## config.mk

```make
export PLATFORM = sky130hd
export DESIGN_NAME = CipherEntry
export DESIGN_NICKNAME = d
export VERILOG_FILES = /design/src/AesPkg.sv /design/src/CipherEntry.sv
export VERILOG_INCLUDE_DIRS = /design/src /design/src/src
export SDC_FILE = /design/constraint.sdc
export NUM_CORES = 1
export LEC_CHECK = 0
export BUFFER_PORTS_ARGS = -buffer_cell sky130_fd_sc_hd__buf_2
export CORE_AREA = 5 5 149 151
export CTS_CLUSTER_DIAMETER = 30
export DETAILED_ROUTE_END_ITERATION = 7
export DIE_AREA = 0 0 154 156
export HOLD_SLACK_MARGIN = 0.15
export SYNTH_ARGS = -nofsm -noshare
export SYNTH_HDL_FRONTEND = slang
export SYNTH_SLANG_ARGS = --single-unit
```

## constraint.sdc

```tcl
create_clock -name clock -period 0.8 [get_ports clock]
set_clock_uncertainty 0.2 [all_clocks]
set_input_delay 0.16 -clock clock [delete_from_list [all_inputs] [get_ports clock]]
set_output_delay 0.16 -clock clock [all_outputs]
set_load 0.02 [all_outputs]
```

## src/SboxTable.svh

```systemverilog
//**********************************************************
// forward AES S-box, included inside AesPkg after byte_t
//**********************************************************
`ifndef SBOX_TABLE_SVH
`define SBOX_TABLE_SVH

    // one row of sixteen bytes per line, entry 0 in the leftmost position
    localparam byte_t [0:255] SBOX = {
        128'h637c777bf26b6fc53001672bfed7ab76,
        128'hca82c97dfa5947f0add4a2af9ca472c0,
        128'hb7fd9326363ff7cc34a5e5f171d83115,
        128'h04c723c31896059a071280e2eb27b275,
        128'h09832c1a1b6e5aa0523bd6b329e32f84,
        128'h53d100ed20fcb15b6acbbe394a4c58cf,
        128'hd0efaafb434d338545f9027f503c9fa8,
        128'h51a3408f929d38f5bcb6da2110fff3d2,
        128'hcd0c13ec5f974417c4a77e3d645d1973,
        128'h60814fdc222a908846eeb814de5e0bdb,
        128'he0323a0a4906245cc2d3ac629195e479,
        128'he7c8376d8dd54ea96c56f4ea657aae08,
        128'hba78252e1ca6b4c6e8dd741f4bbd8b8a,
        128'h703eb5664803f60e613557b986c11d9e,
        128'he1f8981169d98e949b1e87e9ce5528df,
        128'h8ca1890dbfe6426841992d0fb054bb16
    };

`endif

```

## src/AesPkg.sv

```systemverilog
//**********************************************************
// AES-128 types, constants and byte transforms for the core
// block byte 0 is the most significant byte, as in FIPS-197
//**********************************************************
`default_nettype none

package AesPkg;

    localparam int NUM_ROUNDS = 10;
    localparam int KEY_BITS = 128;
    localparam int BLOCK_BYTES = KEY_BITS / 8;

    // wide enough to count every level of the key delay chain
    localparam int LEVEL_BITS = $clog2(NUM_ROUNDS + 1);

    typedef logic [7:0] byte_t;
    typedef byte_t [0:3] word_t;
    typedef byte_t [0:BLOCK_BYTES-1] block_t;
    typedef block_t [0:NUM_ROUNDS] roundKeys_t;

    // one block travelling down the pipeline
    typedef struct packed {
        logic   valid;
        block_t state;
    } pipeStage_t;

    // round constants, entry r is folded into round key r
    localparam byte_t [1:NUM_ROUNDS] RCON = {
        8'h01, 8'h02, 8'h04, 8'h08, 8'h10,
        8'h20, 8'h40, 8'h80, 8'h1b, 8'h36
    };

`include "SboxTable.svh"

    function automatic byte_t subByte(input byte_t value);
        return SBOX[value];
    endfunction

    function automatic word_t subWord(input word_t column);
        word_t result;
        for (int i = 0; i < 4; i++)
        begin
            result[i] = subByte(column[i]);
        end
        return result;
    endfunction

    // bytes are stored column by column, so byte 4*c+r is row r of column c
    function automatic block_t shiftRows(input block_t state);
        block_t result;
        for (int c = 0; c < 4; c++)
        begin
            for (int r = 0; r < 4; r++)
            begin
                result[4*c + r] = state[4*((c + r) % 4) + r];
            end
        end
        return result;
    endfunction

    // multiply by x in GF(2^8) modulo x^8 + x^4 + x^3 + x + 1
    function automatic byte_t xtime(input byte_t value);
        return {value[6:0], 1'b0} ^ (value[7] ? 8'h1b : 8'h00);
    endfunction

    function automatic block_t mixColumns(input block_t state);
        block_t result;
        word_t  col;
        for (int c = 0; c < 4; c++)
        begin
            col = state[4*c +: 4];
            // each row is {02 03 01 01} rotated, with 03*a written as xtime(a) ^ a
            result[4*c]     = xtime(col[0]) ^ xtime(col[1]) ^ col[1] ^ col[2] ^ col[3];
            result[4*c + 1] = col[0] ^ xtime(col[1]) ^ xtime(col[2]) ^ col[2] ^ col[3];
            result[4*c + 2] = col[0] ^ col[1] ^ xtime(col[2]) ^ xtime(col[3]) ^ col[3];
            result[4*c + 3] = xtime(col[0]) ^ col[0] ^ col[1] ^ col[2] ^ xtime(col[3]);
        end
        return result;
    endfunction

endpackage

`default_nettype wire

```

## src/CipherEntry.sv

```systemverilog
//**********************************************************
// initial AddRoundKey, one cycle of latency
// only the valid bit is cleared by reset
//**********************************************************
`timescale 1ns/1ps
`default_nettype none

module CipherEntry
(
    input  logic               clock,
    input  logic               reset,
    input  logic               inValid,
    input  AesPkg::block_t     inBlock,
    input  AesPkg::block_t     roundKey,
    output AesPkg::pipeStage_t stage
);

    import AesPkg::*;

    block_t whitened;

    // round key 0 is the cipher key itself
    always_comb
    begin
        whitened = inBlock ^ roundKey;
    end

    always_ff @(posedge clock)
    begin
        if (reset)
            stage.valid <= 1'b0;
        else
            stage.valid <= inValid;
        // the state is loaded every cycle, idle cycles just carry junk
        stage.state <= whitened;
    end

    // the strobe seen by the whole pipeline stays defined once out of reset
    validKnown: assert property (
        @(posedge clock) disable iff (reset)
        !$isunknown(stage.valid)
    );

endmodule

`default_nettype wire

```

==> metrics.txt, run 1 <==
vias in the first global route approximately 3500; largest net degree at the start of global routing 17; status complete, but fails checks; CTS tree done; Slew HR 0.855; post-synthesis area per instance between 10 and 15 sq um; PwrDens between 2000 and 3000 nW/um^2; Die Area 24000 sq um; Post-Synth Adder-Cell Area 0; layout cells sized above 1 0.808; Pint about 15 mW; ANT cells 0; NetSw between 4 and 5 mW; MaxCap Viol Count 0; largest reg by FF count stage; Seq/Total Area, Yosys 0.696; synthesis-stage register bit count approximately 130; fin util 0.369; Worst Hold End stage[117]; DRT Wirelength roughly 13000 um; synthesized cell area ~3700 sq um; mux share of post-synthesis cell area 0; largest family of logic cells by synthesized area XOR/XNOR gates; Hold Path Origin inBlock[117]; drt wl/cell between 10 and 15 um; H-tree levels 4; Tcrit/Tclk final 1.59; Synth Area in Simple Gates 0.00169; num rows 53; largest registers stage x129; Nets between 900 and 1000; Worst Max-Slew Pin Slew around 220 ps; RSZ-0062 raised after global routing yes; slowest stage delay, CP around 380 ps; Buffers & Inverters on Critical Path 1; Finish-stage setup viols approximately 130; CTS buffer count 17; CTS Buffer Depth 2; area grow syn2layout 106%; via/cell ratio between 3 and 4; Fin Hold WS -274 ps; crit path kind register to output port; I/O Buffers 387; First DRT Iteration DRCs ~120; initial antenna violation count 0; Final Hold Viols 129; pre-CTS setup slack -190 ps; Clock transition at path regs approximately 60 ps; area share of xor/xnor cells in the synthesized design 0.302; drt drc 0; initial core utilization 0.179; sw frac 0.250; clock sink count approximately 130; DR vias 3213; post-route ant nets 0; Worst Setup End Kind output port; compound-gate portion of the synthesized area 0; cts hold-fix bufs 1; reported leakage power ~3.7 nW; Detailed Place HPWL 11000 um; Comb pwr share 0.188; Seq pwr share 0.392; clock power share 0.420; peak supply drop roughly 1.4 mV; Ys Warns 0; final worst slack -472 ps; IO Pins between 300 and 400; CP Data Required Time between 400 and 500 ps; Slowest-stage cell, CP dfxtp_4; min Tclk post-route between 1000 and 1500 ps; highest clock rate between 700 and 800 MHz; crit-path max FO 1; Cells after Synth between 200 and 300; routability cong. approximately 0.81; nature of the critical path startpoint register; first-pass GRT wire length 19200 um; Setup Fix Bufs, Post-CTS 0; CP Cell Sequence buf_6; max reg flops 129; Placeable Area 20700 sq um; Fillers roughly 2000; commonest non-fill, non-tap cell in the layout buf_2; failing checks negative hold slack, negative setup slack; Root Driver clkbuf_16; GR Overflow Total 0; commonest non-fill, non-tap cells in the layout buf_2 (258), buf_6 (129), xor2_1 (128); Die Height roughly 160 um; GRT Resource Usage Total 0.106; Netlist cell types 3; Syn Nets a little over 500; Die X between 150 and 200 um; worst hold stages 2; Critical path origin stage[109]; critical path arrival slightly above 900 ps; worst hold path class input pin to register; drt first pass iters 4; Max Transition Viols Final 0; CP delay by family, top flip-flops
-- power groups by stage --
stage	Sequential, mW	Combinational, mW	Clock, mW
2_1_floorplan	8.32	0.356	0
3_3_place_gp	7.42	2.88	0
3_5_place_dp	7.43	2.88	0
4_1_cts	7.61	3.68	8.45
5_1_grt	7.67	3.85	8.71
6_report	7.61	3.64	8.16
-- cells in the mapped netlist (all sizes together) --
| cell type | instances | area (sq um) |
|---|---|---|
| nor2b | 1 | 6.26 |
| dfxtp | 129 | 2580 |
| xor2 | 128 | 1120 |
-- metrics by stage --
| step | total power [mW] | setup TNS, ps | cells | area [sq um] |
|---|---|---|---|---|
| global placement | 10.3 | -1610 | 923 | 6010 |
| global route | 20.2 | -56610 | 956 | 7630 |
| finish | 19.4 | -51280 | 956 | 7630 |
| CTS | 19.7 | -55020 | 956 | 7630 |
| floorplan | 8.68 | 0 | 258 | 3710 |
| detailed placement | 10.3 | -1750 | 923 | 6010 |
-- area by class of cell --
| cell class | instances | area (sq um) | share of cell area |
|---|---|---|---|
| repair buffers | 391 | 2780 | 0.364 |
| flip-flops and latches | 129 | 2750 | 0.361 |
| multi-input cells | 129 | 1130 | 0.148 |
| clock buffers | 20 | 447 | 0.0585 |
| well taps | 275 | 344 | 0.0451 |
| clock inverters | 12 | 181 | 0.0238 |
-- worst max path at each step --
stage,cells past startpoint,slack (ps),endpoint
3_5_place_dp,1,-190,stage[109]
5_1_grt,1,-510,stage[109]
2_1_floorplan,0,40,stage[0]
4_1_cts,1,-500,stage[109]
3_3_place_gp,1,-190,stage[0]
6_report,1,-470,stage[109]
-- cell families (layout without fill, tap and decap cells) --
family                    after synthesis  count (layout)
buffers and inverters                   0             423
and+or+nand+nor                         1               1
xor gates and xnor gates              128             128
DFF                                   129             129
-- repair_timing --
item,in CTS,in global routing
hold endpoints to repair,129,129
gates resized for setup,390,1
endpoints found under the setup margin,129,130
-- per-layer routing --
metal	vias up	track usage	part of all wire
met5	-	0	0
met4	0	0.0383	0.015
met3	10	0.0483	0.10
met2	204	0.184	0.52
met1	1389	0.114	0.36
li1	1610	-	-
(Power assumes the default switching activity.)
==> run 2: changes to the inputs <==
CTS_BUF_LIST = sky130_fd_sc_hd__clkbuf_8 sky130_fd_sc_hd__clkbuf_16   (was default)
PLACE_DENSITY = 0.59   (was default)
==> run 2 against run 1 <==
The run still ends with negative hold slack, negative setup slack left. Hold slack got worse by 1.5 ps. Global-route usage about the same. Worst setup slack improved by 4.4 ps. Final cell count increased by 0.10%. Sequential share of layout area about the same. Power decreased by 1.1%. Highest routed layer unchanged.
==> metrics.txt, run 2 (synthesis results as in run 1) <==
Post-Layout Cell Count between 900 and 1000; RSZ-0062 raised after global routing yes; worst hold path class input pin to register; Buffers & Inverters on Critical Path 1; CP delay by family, top flip-flops; Fin Setup TNS -51250 ps; Fin Hold WS -275 ps; initial antenna violation count 0; Nets between 900 and 1000; Reg area about 2700 sq um; routability cong. 0.816; CTS tree done; CP Cell Sequence buf_6; IO Pins roughly 390; CP Data Required Time about 440 ps; area of the multi-input gates ~1100 sq um; drt first pass iters 4; peak supply drop approximately 1.2 mV; Worst Setup End Kind output port; GR Overflow Total 0; ANT cells 0; PwrDens roughly 2500 nW/um^2; Placeable Area approximately 21000 sq um; nature of the critical path startpoint register; critical path arrival roughly 910 ps; Slowest-stage cell, CP dfxtp_4; Root Driver clkbuf_16; cts hold-fix bufs 2; DRT Wirelength roughly 13000 um; DR vias between 3000 and 4000; num rows 53; H-tree levels 4; commonest non-fill, non-tap cell in the layout buf_2; largest registers stage x129; Tcrit/Tclk final 1.58; clock sink count 129; MaxCap Viol Count 0; largest net degree at the start of global routing 17; Detailed Place HPWL around 11000 um; max reg flops 129; status complete, but fails checks; slowest stage delay, CP 380 ps; drt wl/cell around 14 um; CTS buffer count 17; placed insts around 930; Die X between 150 and 200 um; drt drc 0; layout cells sized above 1 0.809; Fillers between 1500 and 2000; Setup Fix Bufs, Post-CTS 0; CTS Buffer Depth 2; highest clock rate 789 MHz; largest reg by FF count stage; Finish-stage setup viols roughly 130; failing checks negative hold slack, negative setup slack; vias in the first global route approximately 3700; Max Transition Viols Final 0; overall power between 15 and 20 mW; initial core utilization 0.179; commonest non-fill, non-tap cells in the layout buf_2 (258), buf_6 (129), xor2_1 (128); post-route ant nets 0; Clock transition at path regs 60 ps; fin util 0.368; crit-path max FO 1; Slew HR 0.835; area grow syn2layout 105%; Die Height approximately 160 um; crit path kind register to output port; Final Hold Viols 129; GRT Resource Usage Total 0.106; final worst slack -468 ps; First DRT Iteration DRCs 77; via/cell ratio 3.37; Die Area 24000 sq um; I/O Buffers a little under 400; reported leakage power 3.76 nW; min Tclk post-route approximately 1300 ps; first-pass GRT wire length slightly below 20000 um; Worst Max-Slew Pin Slew 246 ps
## run 2: cell count changes in the layout (fill, tap and decap cells not counted), sizes merged
cell | previous run | this run
clkinv | 2 | 4
clkbuf | 20 | 19
bufinv | 4 | 3
buf | 390 | 392
clkinvlp | 4 | 3
## run 2: per-layer routing
metal  up-vias  part of all wire  track usage
met2       221              0.53        0.189
li1       1609                 -            -
met4         0             0.014       0.0404
met5         -                 0            0
met1      1389              0.34        0.107
met3        10              0.11       0.0497
## run 2: worst paths after layout
kind / depth (start not counted) / slack, ps / startpoint / end
setup / recovery: 1 / -470 / stage[78] / stage[78]
hold / removal: 2 / -280 / inBlock[109] / stage[109]
## run 2: power by group
group | internal (mW) | switching, mW | leakage [nW] | total (mW)
combinational | 1.97 | 1.68 | 2.37 | 3.66
clock | 5.07 | 2.87 | 0.292 | 7.94
sequential | 7.27 | 0.334 | 1.09 | 7.60
total | 14.3 | 4.89 | 3.76 | 19.2
## run 2: cell type report
type / count / share of cell area
Timing Repair Buffer: 393 / 0.366
Sequential cell: 129 / 0.361
Multi-Input combinational cell: 129 / 0.148
Clock buffer: 19 / 0.0594
Clock inverter: 12 / 0.0207
Tap cell: 275 / 0.0451
## run 2: timing repair
action,CTS,global route
gates resized for setup,388,1
hold endpoints to repair,129,129
setup endpoints to repair,129,130
## run 2: metrics by stage
| step | setup WS (ps) | hold slack (ps) | cell area (sq um) |
|---|---|---|---|
| floorplan | 44.9 | 31.6 | 3710 |
| global placement | -188 | 124 | 6030 |
| detailed placement | -166 | 124 | 6030 |
| CTS | -497 | -307 | 7630 |
| global route | -516 | -307 | 7620 |
| finish | -468 | -275 | 7620 |
